File: src/hw/core_defs.svh
`ifndef CORE_DEFS_SVH
`define CORE_DEFS_SVH

// datapath and address width
`define XLEN 32

// first fetch address after reset
`define RESET_PC 32'h0000_0000

// integer register count, register zero included
`define NUM_REGS 32

// JAL writes its return address here
`define LINK_REG 31

`endif
File: src/hw/core_pkg.sv
`include "core_defs.svh"

package core_pkg;

    // primary opcodes, REGIMM only carries BGEZ here
    typedef enum logic [5:0] {
        OP_RTYPE  = 6'h00,
        OP_REGIMM = 6'h01,
        OP_J      = 6'h02,
        OP_JAL    = 6'h03,
        OP_BEQ    = 6'h04,
        OP_BNE    = 6'h05,
        OP_BLEZ   = 6'h06,
        OP_BGTZ   = 6'h07,
        OP_ADDI   = 6'h08,
        OP_ADDIU  = 6'h09,
        OP_SLTI   = 6'h0a,
        OP_ANDI   = 6'h0c,
        OP_ORI    = 6'h0d,
        OP_XORI   = 6'h0e,
        OP_LUI    = 6'h0f,
        OP_LW     = 6'h23,
        OP_SW     = 6'h2b
    } opcode_e;

    typedef enum logic [5:0] {
        FN_SLL  = 6'h00,
        FN_SRL  = 6'h02,
        FN_SRA  = 6'h03,
        FN_SLLV = 6'h04,
        FN_SRLV = 6'h06,
        FN_JR   = 6'h08,
        FN_ADD  = 6'h20,
        FN_ADDU = 6'h21,
        FN_SUB  = 6'h22,
        FN_SUBU = 6'h23,
        FN_AND  = 6'h24,
        FN_OR   = 6'h25,
        FN_XOR  = 6'h26,
        FN_NOR  = 6'h27,
        FN_SLT  = 6'h2a
    } funct_e;

    // add is zero so a cleared control word is a plain add
    typedef enum logic [3:0] {
        ALU_ADD, ALU_SUB, ALU_AND, ALU_OR, ALU_XOR, ALU_NOR,
        ALU_SLT, ALU_SLL, ALU_SRL, ALU_SRA, ALU_LUI
    } alu_op_e;

    typedef enum logic [2:0] {
        BR_NONE, BR_EQ, BR_NE, BR_LEZ, BR_GTZ, BR_GEZ
    } branch_e;

    typedef enum logic [1:0] {
        WB_ALU, WB_MEM, WB_PC4
    } wb_sel_e;

    typedef struct packed {
        alu_op_e alu_op;
        logic    alu_src_imm;
        logic    shamt_src;
        logic    zero_ext;
        logic    reg_we;
        wb_sel_e wb_sel;
        logic    mem_we;
        branch_e branch;
        logic    jump;
        logic    jump_reg;
    } ctrl_t;

    typedef struct packed {
        logic              valid;
        logic [`XLEN-1:0]  pc;
        logic [`XLEN-1:0]  pc_plus4;
        logic [`XLEN-1:0]  inst;
    } if_id_t;

    typedef struct packed {
        logic              valid;
        ctrl_t             ctrl;
        logic [`XLEN-1:0]  rs_val;
        logic [`XLEN-1:0]  rt_val;
        logic [`XLEN-1:0]  imm;
        logic [4:0]        shamt;
        logic [`XLEN-1:0]  jump_target;
        logic [`XLEN-1:0]  pc_plus4;
        logic [`XLEN-1:0]  pc;
        logic [4:0]        rd;
    } id_ex_t;

    typedef struct packed {
        logic              valid;
        ctrl_t             ctrl;
        logic [`XLEN-1:0]  alu_result;
        logic              zero;
        logic              negative;
        logic [`XLEN-1:0]  br_target;
        logic [`XLEN-1:0]  jump_target;
        logic [`XLEN-1:0]  rs_val;
        logic [`XLEN-1:0]  store_data;
        logic [`XLEN-1:0]  pc_plus4;
        logic [`XLEN-1:0]  pc;
        logic [4:0]        rd;
    } ex_mem_t;

    typedef struct packed {
        logic              valid;
        logic [`XLEN-1:0]  pc;
        logic              we;
        logic [4:0]        rd;
        logic [`XLEN-1:0]  data;
    } retire_t;

    typedef struct packed {
        logic [`XLEN-1:0]  addr;
        logic [`XLEN-1:0]  wdata;
        logic              we;
    } mem_req_t;

endpackage

File: src/hw/pipeline_core.sv
`include "core_defs.svh"

module pipeline_core (
    input  logic               clk,
    input  logic               rst,
    output logic [`XLEN-1:0]   inst_addr,
    input  logic [`XLEN-1:0]   inst,
    output core_pkg::mem_req_t mem_req,
    input  logic [`XLEN-1:0]   mem_rdata,
    output core_pkg::retire_t  retire
);
    core_pkg::if_id_t  if_id;
    core_pkg::id_ex_t  id_ex;
    core_pkg::ex_mem_t ex_mem;
    logic              redirect;
    logic [`XLEN-1:0]  redirect_pc;
    logic [4:0]        rs_num;
    logic [4:0]        rt_num;
    logic [`XLEN-1:0]  rs_data;
    logic [`XLEN-1:0]  rt_data;

    fetch_stage u_fetch (
        .clk         (clk),
        .rst         (rst),
        .redirect    (redirect),
        .redirect_pc (redirect_pc),
        .inst        (inst),
        .inst_addr   (inst_addr),
        .if_id       (if_id)
    );

    decode_stage u_decode (
        .clk      (clk),
        .rst      (rst),
        .redirect (redirect),
        .if_id    (if_id),
        .rs_num   (rs_num),
        .rt_num   (rt_num),
        .rs_data  (rs_data),
        .rt_data  (rt_data),
        .id_ex    (id_ex)
    );

    execute_stage u_execute (
        .clk      (clk),
        .rst      (rst),
        .redirect (redirect),
        .id_ex    (id_ex),
        .ex_mem   (ex_mem)
    );

    memory_stage u_memory (
        .clk         (clk),
        .rst         (rst),
        .ex_mem      (ex_mem),
        .mem_req     (mem_req),
        .mem_rdata   (mem_rdata),
        .redirect    (redirect),
        .redirect_pc (redirect_pc),
        .retire      (retire)
    );

    // the retire port doubles as the register file write port
    reg_file u_reg_file (
        .clk     (clk),
        .rst     (rst),
        .rs_num  (rs_num),
        .rt_num  (rt_num),
        .rs_data (rs_data),
        .rt_data (rt_data),
        .retire  (retire)
    );

endmodule

File: src/hw/memory_stage.sv
`include "core_defs.svh"

module memory_stage (
    input  logic               clk,
    input  logic               rst,
    input  core_pkg::ex_mem_t  ex_mem,
    output core_pkg::mem_req_t mem_req,
    input  logic [`XLEN-1:0]   mem_rdata,
    output logic               redirect,
    output logic [`XLEN-1:0]   redirect_pc,
    output core_pkg::retire_t  retire
);
    logic             taken;
    logic [`XLEN-1:0] wb_data;

    // flags come from rs - rt, or from rs - 0 for the compare-with-zero forms
    always_comb begin
        case (ex_mem.ctrl.branch)
            core_pkg::BR_EQ:  taken = ex_mem.zero;
            core_pkg::BR_NE:  taken = !ex_mem.zero;
            core_pkg::BR_LEZ: taken = ex_mem.zero || ex_mem.negative;
            core_pkg::BR_GTZ: taken = !ex_mem.zero && !ex_mem.negative;
            core_pkg::BR_GEZ: taken = !ex_mem.negative;
            default:          taken = 1'b0;
        endcase
    end

    assign redirect = ex_mem.valid && (taken || ex_mem.ctrl.jump || ex_mem.ctrl.jump_reg);
    assign redirect_pc = ex_mem.ctrl.jump_reg ? ex_mem.rs_val :
                         ex_mem.ctrl.jump     ? ex_mem.jump_target :
                                                ex_mem.br_target;

    assign mem_req.addr  = ex_mem.alu_result;
    assign mem_req.wdata = ex_mem.store_data;
    assign mem_req.we    = ex_mem.valid && ex_mem.ctrl.mem_we;

    always_comb begin
        case (ex_mem.ctrl.wb_sel)
            core_pkg::WB_MEM: wb_data = mem_rdata;
            core_pkg::WB_PC4: wb_data = ex_mem.pc_plus4;
            default:          wb_data = ex_mem.alu_result;
        endcase
    end

    always_ff @(posedge clk) begin
        retire.pc   <= ex_mem.pc;
        retire.we   <= ex_mem.ctrl.reg_we && (ex_mem.rd != '0);
        retire.rd   <= ex_mem.rd;
        retire.data <= wb_data;
        if (rst) begin
            retire.valid <= 1'b0;
        end else begin
            retire.valid <= ex_mem.valid;
        end
    end

    // a store reaching MEM right after a redirect would be on the wrong path
    a_store_valid: assert property (@(posedge clk) disable iff (rst)
        mem_req.we |-> !$past(redirect));

endmodule

File: src/hw/execute_stage.sv
`include "core_defs.svh"

module execute_stage (
    input  logic               clk,
    input  logic               rst,
    input  logic               redirect,
    input  core_pkg::id_ex_t   id_ex,
    output core_pkg::ex_mem_t  ex_mem
);
    logic [`XLEN-1:0] op_a;
    logic [`XLEN-1:0] op_b;
    logic [`XLEN-1:0] alu_result;
    logic [`XLEN-1:0] br_target;
    logic             zero;
    logic             negative;

    assign op_a = id_ex.ctrl.shamt_src ? {{(`XLEN-5){1'b0}}, id_ex.shamt} : id_ex.rs_val;
    assign op_b = id_ex.ctrl.alu_src_imm ? id_ex.imm : id_ex.rt_val;

    alu u_alu (
        .a        (op_a),
        .b        (op_b),
        .op       (id_ex.ctrl.alu_op),
        .result   (alu_result),
        .zero     (zero),
        .negative (negative)
    );

    // word offset relative to the next instruction
    assign br_target = id_ex.pc_plus4 + {id_ex.imm[`XLEN-3:0], 2'b00};

    always_ff @(posedge clk) begin
        ex_mem.ctrl        <= id_ex.ctrl;
        ex_mem.alu_result  <= alu_result;
        ex_mem.zero        <= zero;
        ex_mem.negative    <= negative;
        ex_mem.br_target   <= br_target;
        ex_mem.jump_target <= id_ex.jump_target;
        ex_mem.rs_val      <= id_ex.rs_val;
        ex_mem.store_data  <= id_ex.rt_val;
        ex_mem.pc_plus4    <= id_ex.pc_plus4;
        ex_mem.pc          <= id_ex.pc;
        ex_mem.rd          <= id_ex.rd;
        if (rst) begin
            ex_mem.valid <= 1'b0;
        end else begin
            ex_mem.valid <= id_ex.valid && !redirect;
        end
    end

endmodule

File: src/hw/decode_stage.sv
`include "core_defs.svh"

module decode_stage (
    input  logic               clk,
    input  logic               rst,
    input  logic               redirect,
    input  core_pkg::if_id_t   if_id,
    output logic [4:0]         rs_num,
    output logic [4:0]         rt_num,
    input  logic [`XLEN-1:0]   rs_data,
    input  logic [`XLEN-1:0]   rt_data,
    output core_pkg::id_ex_t   id_ex
);
    core_pkg::ctrl_t   ctrl;
    logic              legal;
    logic [`XLEN-1:0]  imm;
    logic [4:0]        dest;
    logic              cmp_zero;

    inst_decoder u_inst_decoder (
        .inst  (if_id.inst),
        .ctrl  (ctrl),
        .legal (legal)
    );

    assign rs_num = if_id.inst[25:21];
    assign rt_num = if_id.inst[20:16];

    assign imm = ctrl.zero_ext ? {{(`XLEN-16){1'b0}}, if_id.inst[15:0]}
                               : {{(`XLEN-16){if_id.inst[15]}}, if_id.inst[15:0]};

    // blez, bgtz and bgez test rs alone, so the compare operand is forced to zero
    assign cmp_zero = ctrl.branch inside {core_pkg::BR_LEZ, core_pkg::BR_GTZ,
                                          core_pkg::BR_GEZ};

    always_comb begin
        if (!ctrl.reg_we) begin
            dest = '0;
        end else if (ctrl.wb_sel == core_pkg::WB_PC4) begin
            dest = 5'(`LINK_REG);
        end else if (if_id.inst[31:26] == core_pkg::OP_RTYPE) begin
            dest = if_id.inst[15:11];
        end else begin
            dest = if_id.inst[20:16];
        end
    end

    always_ff @(posedge clk) begin
        id_ex.ctrl        <= ctrl;
        id_ex.rs_val      <= rs_data;
        id_ex.rt_val      <= cmp_zero ? '0 : rt_data;
        id_ex.imm         <= imm;
        id_ex.shamt       <= if_id.inst[10:6];
        id_ex.jump_target <= {if_id.pc_plus4[`XLEN-1:28], if_id.inst[25:0], 2'b00};
        id_ex.pc_plus4    <= if_id.pc_plus4;
        id_ex.pc          <= if_id.pc;
        id_ex.rd          <= dest;
        if (rst) begin
            id_ex.valid <= 1'b0;
        end else begin
            id_ex.valid <= if_id.valid && legal && !redirect;
        end
    end

endmodule

File: src/hw/fetch_stage.sv
`include "core_defs.svh"

module fetch_stage (
    input  logic               clk,
    input  logic               rst,
    input  logic               redirect,
    input  logic [`XLEN-1:0]   redirect_pc,
    input  logic [`XLEN-1:0]   inst,
    output logic [`XLEN-1:0]   inst_addr,
    output core_pkg::if_id_t   if_id
);
    logic [`XLEN-1:0] pc;
    logic [`XLEN-1:0] pc_plus4;

    assign pc_plus4  = pc + `XLEN'd4;
    assign inst_addr = pc;

    always_ff @(posedge clk) begin
        if (rst) begin
            pc <= `RESET_PC;
        end else begin
            pc <= redirect ? redirect_pc : pc_plus4;
        end
    end

    always_ff @(posedge clk) begin
        if_id.pc       <= pc;
        if_id.pc_plus4 <= pc_plus4;
        if_id.inst     <= inst;
        // the word fetched alongside a taken redirect is on the wrong path
        if (rst) begin
            if_id.valid <= 1'b0;
        end else begin
            if_id.valid <= !redirect;
        end
    end

    a_pc_aligned: assert property (@(posedge clk) disable iff (rst)
        inst_addr[1:0] == 2'b00);

endmodule

File: src/hw/alu.sv
`include "core_defs.svh"

module alu (
    input  logic [`XLEN-1:0]   a,
    input  logic [`XLEN-1:0]   b,
    input  core_pkg::alu_op_e  op,
    output logic [`XLEN-1:0]   result,
    output logic               zero,
    output logic               negative
);
    localparam int SHW = $clog2(`XLEN);

    logic [SHW-1:0] sh;

    // shift amount comes from a, either rs or the shamt field
    assign sh = a[SHW-1:0];

    always_comb begin
        case (op)
            core_pkg::ALU_ADD: result = a + b;
            core_pkg::ALU_SUB: result = a - b;
            core_pkg::ALU_AND: result = a & b;
            core_pkg::ALU_OR:  result = a | b;
            core_pkg::ALU_XOR: result = a ^ b;
            core_pkg::ALU_NOR: result = ~(a | b);
            core_pkg::ALU_SLT: result = {{(`XLEN-1){1'b0}}, $signed(a) < $signed(b)};
            core_pkg::ALU_SLL: result = b << sh;
            core_pkg::ALU_SRL: result = b >> sh;
            core_pkg::ALU_SRA: result = $unsigned($signed(b) >>> sh);
            core_pkg::ALU_LUI: result = {b[`XLEN-17:0], 16'h0000};
            default:           result = '0;
        endcase
    end

    assign zero     = (result == '0);
    assign negative = result[`XLEN-1];

endmodule

File: src/hw/reg_file.sv
`include "core_defs.svh"

module reg_file (
    input  logic                clk,
    input  logic                rst,
    input  logic [4:0]          rs_num,
    input  logic [4:0]          rt_num,
    output logic [`XLEN-1:0]    rs_data,
    output logic [`XLEN-1:0]    rt_data,
    input  core_pkg::retire_t   retire
);
    logic [`XLEN-1:0] regs [1:`NUM_REGS-1];
    logic             wr_en;

    assign wr_en = retire.valid && retire.we && (retire.rd != '0);

    // a write in this cycle is visible to the read ports
    function automatic logic [`XLEN-1:0] read_port(input logic [4:0] num);
        if (num == '0) begin
            return '0;
        end
        if (wr_en && (retire.rd == num)) begin
            return retire.data;
        end
        return regs[num];
    endfunction

    always_comb begin
        rs_data = read_port(rs_num);
        rt_data = read_port(rt_num);
    end

    always_ff @(posedge clk) begin
        if (rst) begin
            for (int i = 1; i < `NUM_REGS; i++) begin
                regs[i] <= '0;
            end
        end else if (wr_en) begin
            regs[retire.rd] <= retire.data;
        end
    end

    // writeback never targets register zero with the write enable up
    a_no_r0_write: assert property (@(posedge clk) disable iff (rst)
        retire.valid && retire.we |-> retire.rd != '0);

endmodule

File: src/hw/inst_decoder.sv
`include "core_defs.svh"

module inst_decoder (
    input  logic [`XLEN-1:0] inst,
    output core_pkg::ctrl_t  ctrl,
    output logic             legal
);
    core_pkg::opcode_e opcode;
    core_pkg::funct_e  funct;

    assign opcode = core_pkg::opcode_e'(inst[31:26]);
    assign funct  = core_pkg::funct_e'(inst[5:0]);

    always_comb begin
        // cleared word means add, no write, no branch, writeback from ALU
        ctrl  = '0;
        legal = 1'b1;
        case (opcode)
            core_pkg::OP_RTYPE: begin
                ctrl.reg_we = 1'b1;
                case (funct)
                    core_pkg::FN_ADD, core_pkg::FN_ADDU: ctrl.alu_op = core_pkg::ALU_ADD;
                    core_pkg::FN_SUB, core_pkg::FN_SUBU: ctrl.alu_op = core_pkg::ALU_SUB;
                    core_pkg::FN_AND:  ctrl.alu_op = core_pkg::ALU_AND;
                    core_pkg::FN_OR:   ctrl.alu_op = core_pkg::ALU_OR;
                    core_pkg::FN_XOR:  ctrl.alu_op = core_pkg::ALU_XOR;
                    core_pkg::FN_NOR:  ctrl.alu_op = core_pkg::ALU_NOR;
                    core_pkg::FN_SLT:  ctrl.alu_op = core_pkg::ALU_SLT;
                    core_pkg::FN_SLLV: ctrl.alu_op = core_pkg::ALU_SLL;
                    core_pkg::FN_SRLV: ctrl.alu_op = core_pkg::ALU_SRL;
                    core_pkg::FN_SLL, core_pkg::FN_SRL, core_pkg::FN_SRA: begin
                        // fixed shifts take the amount from the shamt field
                        ctrl.shamt_src = 1'b1;
                        ctrl.alu_op = (funct == core_pkg::FN_SLL) ? core_pkg::ALU_SLL :
                                      (funct == core_pkg::FN_SRL) ? core_pkg::ALU_SRL :
                                                                    core_pkg::ALU_SRA;
                    end
                    core_pkg::FN_JR: begin
                        ctrl.reg_we   = 1'b0;
                        ctrl.jump_reg = 1'b1;
                    end
                    default: legal = 1'b0;
                endcase
            end
            core_pkg::OP_ADDI, core_pkg::OP_ADDIU, core_pkg::OP_SLTI,
            core_pkg::OP_ANDI, core_pkg::OP_ORI, core_pkg::OP_XORI, core_pkg::OP_LUI: begin
                ctrl.reg_we      = 1'b1;
                ctrl.alu_src_imm = 1'b1;
                ctrl.zero_ext    = opcode inside {core_pkg::OP_ANDI, core_pkg::OP_ORI,
                                                  core_pkg::OP_XORI};
                case (opcode)
                    core_pkg::OP_SLTI: ctrl.alu_op = core_pkg::ALU_SLT;
                    core_pkg::OP_ANDI: ctrl.alu_op = core_pkg::ALU_AND;
                    core_pkg::OP_ORI:  ctrl.alu_op = core_pkg::ALU_OR;
                    core_pkg::OP_XORI: ctrl.alu_op = core_pkg::ALU_XOR;
                    core_pkg::OP_LUI:  ctrl.alu_op = core_pkg::ALU_LUI;
                    default:           ctrl.alu_op = core_pkg::ALU_ADD;
                endcase
            end
            core_pkg::OP_LW: begin
                ctrl.reg_we      = 1'b1;
                ctrl.alu_src_imm = 1'b1;
                ctrl.wb_sel      = core_pkg::WB_MEM;
            end
            core_pkg::OP_SW: begin
                ctrl.alu_src_imm = 1'b1;
                ctrl.mem_we      = 1'b1;
            end
            // branches compare through a subtract, flags are read in MEM
            core_pkg::OP_BEQ:  ctrl.branch = core_pkg::BR_EQ;
            core_pkg::OP_BNE:  ctrl.branch = core_pkg::BR_NE;
            core_pkg::OP_BLEZ: ctrl.branch = core_pkg::BR_LEZ;
            core_pkg::OP_BGTZ: ctrl.branch = core_pkg::BR_GTZ;
            core_pkg::OP_REGIMM: begin
                ctrl.branch = core_pkg::BR_GEZ;
                legal       = (inst[20:16] == 5'd1);
            end
            core_pkg::OP_J: ctrl.jump = 1'b1;
            core_pkg::OP_JAL: begin
                ctrl.jump   = 1'b1;
                ctrl.reg_we = 1'b1;
                ctrl.wb_sel = core_pkg::WB_PC4;
            end
            default: legal = 1'b0;
        endcase
        if (ctrl.branch != core_pkg::BR_NONE) begin
            ctrl.alu_op = core_pkg::ALU_SUB;
        end
    end

endmodule

File: config.mk
export PLATFORM = sky130hd
export DESIGN_NAME = pipeline_core
export DESIGN_NICKNAME = d
export VERILOG_FILES = /design/src/hw/core_pkg.sv /design/src/hw/pipeline_core.sv /design/src/hw/memory_stage.sv /design/src/hw/execute_stage.sv /design/src/hw/decode_stage.sv /design/src/hw/fetch_stage.sv /design/src/hw/alu.sv /design/src/hw/reg_file.sv /design/src/hw/inst_decoder.sv
export VERILOG_INCLUDE_DIRS = /design/src /design/src/hw
export SDC_FILE = /design/constraint.sdc
export NUM_CORES = 2
export LEC_CHECK = 0
export BUFFER_PORTS_ARGS = -buffer_cell sky130_fd_sc_hd__buf_2
export CAP_MARGIN = 20
export CORE_UTILIZATION = 55
export DETAILED_ROUTE_END_ITERATION = 8
export GPL_ROUTABILITY_DRIVEN = 1
export PLACE_DENSITY_LB_ADDON = 0.2
export REMOVE_ABC_BUFFERS = 1
export SLEW_MARGIN = 20
export SYNTH_ARGS = -nofsm -noshare
export SYNTH_HDL_FRONTEND = slang
export SYNTH_SLANG_ARGS = --single-unit
File: constraint.sdc
create_clock -name clk -period 17 [get_ports clk]
set_clock_uncertainty 0.1 [all_clocks]
set_input_delay 5.1 -clock clk [delete_from_list [all_inputs] [get_ports clk]]
set_output_delay 5.1 -clock clk [all_outputs]
set_load 0.02 [all_outputs]
* Word level (Yosys, flattened, before mapping)
Memory sizes are Yosys's and may differ from the RTL's. A register that Yosys moved wholly into a read port is not among the register bits.
Index checks and enable logic that the tools add are counted.
** Cells by class
- $add $sub $neg :: 4
- $lt $le $gt $ge :: 1
- Eq/ne operators :: 54
- Shift operators :: 3
- Muxes and demuxes :: 49
- Bitwise logic cells :: 4
- Reduce and logical (&&, ||, !) cells :: 37
** Operator list (count)
- two-way mux 32 bit :: 14
- case mux 32 bit (11 select lines) :: 1
- == test 6 bit (second input constant) :: 11
- adder 32 bit :: 2
- case mux 32 bit (2 select lines) :: 1
- == test 6 x 4 -> 1 bit (second input constant) :: 8
- == test 6 x 3 -> 1 bit (second input constant) :: 6
- case mux 4 bit (9 select lines) :: 1
- adder 32 x 3 -> 32 bit (second input constant) :: 1
- bitwise AND 32 bit :: 1
- logical NOT 32 bit :: 1
- less-than comparator 32 bit :: 1
- NOT 32 bit :: 1
- bitwise OR 32 bit :: 1
- OR reduction 32 bit :: 1
- << shifter 32 x 5 -> 32 bit :: 1
- >> shifter 32 x 5 -> 32 bit :: 1
- >>> shifter 32 x 5 -> 32 bit :: 1
- subtractor 32 bit :: 1
- bitwise XOR 32 bit :: 1
- OR reduction 15 bit :: 2
- == test 6 x 2 -> 1 bit (second input constant) :: 4
- two-way mux 1 bit :: 21
- case mux 4 bit (5 select lines) :: 1
- 32 further kinds :: 68
** Storage, ports and cells
- Bits in registers :: 640
- RAM bits :: 992
- Bits of input ports :: 66
- Output and inout bits :: 168
- Word-level logic and storage cells :: 199
- Memories :: 1
** Memory list
- u_reg_file.regs :: words 31, width 32, read ports 2, clocked after memory_dff 2, wr ports 31, line reg_file.sv:12 : logic [`XLEN-1:0] regs [1:`NUM_REGS-1];

* Longest topological paths before layout
- Depth in word-level cells :: 8
- Gate-level depth with buffers :: 23
- Gate-level depth less buffers :: 17

* Modules after synthesis
A second synthesis with hierarchy kept.
** Second synthesis, totals
- Cells, all modules :: 7001
- Area, all modules :: 85046.6 µm²
** Modules (own cells, without submodules)
- reg_file :: times used 1, cells an instance 3936, area an instance 55649.6 µm², sequential area each 30749.5 µm²
- alu :: times used 1, cells an instance 1419, area an instance 10153.5 µm², sequential area each 0.0 µm²
- execute_stage :: times used 1, cells an instance 575, area an instance 7338.3 µm², sequential area each 4924.7 µm²
- decode_stage :: times used 1, cells an instance 291, area an instance 4304.1 µm², sequential area each 3543.4 µm²
- fetch_stage :: times used 1, cells an instance 328, area an instance 3806.2 µm², sequential area each 2542.4 µm²
- memory_stage :: times used 1, cells an instance 366, area an instance 3253.1 µm², sequential area each 1421.4 µm²
- inst_decoder :: times used 1, cells an instance 86, area an instance 541.8 µm², sequential area each 0.0 µm²

* Least setup slack after synthesis
OpenSTA, ideal clock, no wires.
- Path type :: input to register
- From :: input port rst
- To :: memory u_reg_file.regs[11][0] (netlist name), enable pin
- Setup time :: 0.375 ns
- Data arrival time :: 6.261 ns
- Data required time :: 16.525 ns
- Path slack :: 10.265 ns
- Cell stages on the path :: 4
- Buffers on the path :: 0
- Cell sequence :: nor2_1 nand3_1 nor2_1 or2_2
** RTL lines
- from (decl) :: line pipeline_core.sv:5 : input logic rst,
- to (decl) :: line reg_file.sv:12

==> reports/qor.csv <==
metric,value,unit
data_arrival_critical_path,8.75,ns
end_kind,flip-flop,
vias,57000,
unrepaired_setup_endpoints_after_global_routing,no,
wl_per_cell,35.5,um
grt_util_all_layers,39.2,%
post-route-util,61.1,%
postRouteAntennaNets,0,
ctsHoldBuffers,0,
top_level_ports,234,
final_layout_size_suffix_gt1_share,22.9,%
drc_errors,0,
hold_violations,0,
vias_in_the_first_global_route,54100,
initialDrtViolationCount,7967,
worstMarginPinSlew,1.23,ns
post_cts_repair_resize_count,0,
critical_path.max_stage_delay,1.07,ns
critPathLaunchType,input port,
routed_via_density,6.76,
maxClockFrequency,118,MHz
fp.dieArea,0.152,mm^2
busiest_layer,met2,
cts_max_level,4,
post_synthesis_to_final_layout_area_growth,9.92,%
finalHoldWorstSlack,0.201,ns
grt_max_degree,98,
setup_slack,8.54,ns
hold_path_depth,0,
core_area,0.148,mm^2
wirelength,300000,um
reg2reg_depth,17,
layout_nets,6487,
number_of_distinct_library_cell_variants_in_the_gate_level_netlist_after_synthesis,98,
critical_path_cell_count,7,
synth.ff_latch_count,1626,
cts_buffers,166,
drt_pre_antenna_iters,8,
final_max_slew_viol_count,0,
die_width,389,um
critPathRequiredTime,17.29,ns
grtUsageMet2,61.3,%
synth-seq-area-share,51.9,%
ctsLongestPathBuffers,3,
synth_enable_flop_cells,1024,
initial_utilization,55.6,%
synth_area,0.0825,mm^2
io_buffer_count,233,
layout_worst_path_cycle_share,49.8,%
status,completed,
async_reset_ff_share,0,%
report.power.total,11100,uW
power_per_cell_area,122,mW/mm^2
drv.max_cap_violation_count,0,
clock_latency,0.82,ns
ir_drop,0.112,mV
fin_setup_tns,0,ns
place_hpwl,207000,um
avgSynthCellArea,13.1,um^2
period_minus_ws_final,8.46,ns
path_max_fanout,32,
cts-root-buf,sky130_fd_sc_hd__clkbuf_16,
number_of_cells_produced_by_synthesis,6298,
overflow,0,
critical-path-slowest-cell,sky130_fd_sc_hd__nor2_2,
grt.met3_usage,9.77,%
yosys_warnings,0,
timing.critical_path.mode_cell,sky130_fd_sc_hd__buf_4,
clkSlewWorstSetupHoldPaths,0.06,ns
predominant_post_synthesis_flop_cell,sky130_fd_sc_hd__edfxtp_1,
timing.critical_path.buf_inv,3,
grt_first_pass_wirelength,416000,um
power_leakage,0.0341,uW
worst-setup-path-type,input port to flip-flop,
timing.critical_path.cells,buf_2 > buf_4 > nor2_1 > nand3_1 > nor2_2 > buf_4 > or2_2,
slew-limit-headroom,17.2,%
std_cell_rows,141,
hold_path.class,flip-flop to flip-flop,
die_height,389,um
path_delay_family,simple AND/OR/NAND/NOR gates,
grt.met1_usage,50.4,%
preCtsSetupSlack,7.80,ns
grt_antenna_before_repair,31,
tritoncts,yes,
place_congestion,1.04,
setup-violations-final,0,
post-cts-setup-buffer-count,0,
numClockSinks,1626,
per-layer routing:
metal  routed length, um  part of all wire, %
met1              107000                   36
met2              138000                   46
met3               34700                   12
met4               19700                  6.6
met5                  85                0.028
report_power, final:
| part | internal (uW) | switching [uW] |
|---|---|---|
| combinational | 790 | 1940 |
| sequential | 4460 | 251 |
| clock | 2040 | 1600 |
| total | 7290 | 3790 |
final timing paths:
path,start,to,slack (ns)
max,rst,u_reg_file.regs[19][1],8.54
min,u_fetch.if_id[71],u_decode.id_ex[12],0.20
max reg2reg,u_decode.id_ex[213],u_execute.ex_mem[198],9.98
min reg2reg,u_fetch.if_id[71],u_decode.id_ex[12],0.20
Yosys cell counts, drive strengths merged (10+ instances only):
cell,n,area [um^2]
a2111oi,11,103
o22ai,39,244
ha,132,1650
o21ai,163,816
and3,12,75.1
and2,1008,6310
mux4,649,14600
xnor2,49,429
inv,112,423
a21oi,158,791
nor3b,10,75.1
a31oi,37,231
nor3,55,275
or3,11,68.8
buf,174,1060
nor2b,42,263
edfxtp,1024,30700
or2,38,238
o211ai,71,538
mux2i,236,2660
nor2,332,1250
o31ai,13,97.6
a211oi,115,863
nand3,77,390
a21o,42,315
nand2b,27,169
nand2,248,931
o21a,18,135
a22oi,56,420
nand4,20,125
o221ai,17,149
dfxtp,602,12100
a221oi,27,236
a211o,13,114
o21bai,13,97.6
clkbuf,434,1630
nor4,20,131
xor2,25,219
cells by family (layout without fill, tap and decap cells):
kind of cell    Yosys count  in the layout  share of synthesized area, %
xor+xnor                 74             74                         0.785
other cells               1             43                       0.00454
simple gates           1954           1954                          13.1
compound gates          891            891                          7.35
mux                     894            894                          21.1
flops                  1626           1626                          51.9
buf+inv                 722            818                          3.78
fa+ha+maj               136            136                          2.09
final cells by class:
class | count | area (um^2)
fillers | 11400 | 57700
flip-flops and latches | 1626 | 42800
multi-input cells | 3981 | 37000
clock buffers | 230 | 4650
well taps | 2002 | 2500
repair buffers | 397 | 2440
clock inverters | 77 | 798
inverters | 114 | 430
diodes | 11 | 27.5
worst register-to-register path, stage by stage, from the launching register on:
cell	delay, ns
sky130_fd_sc_hd__dfxtp_4	0.43
sky130_fd_sc_hd__buf_4	0.79
sky130_fd_sc_hd__mux2i_4	0.59
sky130_fd_sc_hd__inv_1	0.16
sky130_fd_sc_hd__ha_1	0.29
sky130_fd_sc_hd__fa_1	0.49
sky130_fd_sc_hd__nor2b_1	0.16
sky130_fd_sc_hd__o21ai_0	0.21
sky130_fd_sc_hd__a21oi_1	0.21
sky130_fd_sc_hd__o211ai_1	0.54
sky130_fd_sc_hd__a21oi_1	0.30
sky130_fd_sc_hd__o41ai_1	1.14
sky130_fd_sc_hd__o21ai_0	0.26
sky130_fd_sc_hd__a21oi_1	0.33
sky130_fd_sc_hd__a21oi_1	0.11
sky130_fd_sc_hd__a21oi_1	0.42
sky130_fd_sc_hd__nor4_1	0.12
sky130_fd_sc_hd__and4bb_1	0.25
through the flow:
step	std cells	instance area (um^2)
finish	8438	90700
global route	8431	90700
CTS	8427	90700
detailed placement	8120	85200
global placement	8119	85200
floorplan	5721	79900
flip-flops by register name, summed over array words and instances (netlist names):
signal	count
u_reg_file.regs	1024
u_execute.ex_mem	230
u_memory.retire	71
u_fetch.if_id	95
u_fetch.inst_addr	32
u_decode.id_ex	174
cells in the final DEF, fill, tap and decap left out, types with 49 or more instances in the layout:
master                      count
sky130_fd_sc_hd__a211oi_1     114
sky130_fd_sc_hd__a21oi_1      158
sky130_fd_sc_hd__a22oi_1       56
sky130_fd_sc_hd__and2_1      1007
sky130_fd_sc_hd__buf_2        234
sky130_fd_sc_hd__buf_4        159
sky130_fd_sc_hd__clkbuf_16    168
sky130_fd_sc_hd__dfxtp_1      587
sky130_fd_sc_hd__edfxtp_1    1024
sky130_fd_sc_hd__ha_1         131
sky130_fd_sc_hd__inv_1        105
sky130_fd_sc_hd__mux2i_1      205
sky130_fd_sc_hd__mux4_2       649
sky130_fd_sc_hd__nand2_1      248
sky130_fd_sc_hd__nand3_1       74
sky130_fd_sc_hd__nor2_1       297
sky130_fd_sc_hd__nor3_1        55
sky130_fd_sc_hd__o211ai_1      70
sky130_fd_sc_hd__o21ai_0      159
sky130_fd_sc_hd__xnor2_1       49
Power figures use the tool's default switching activity.
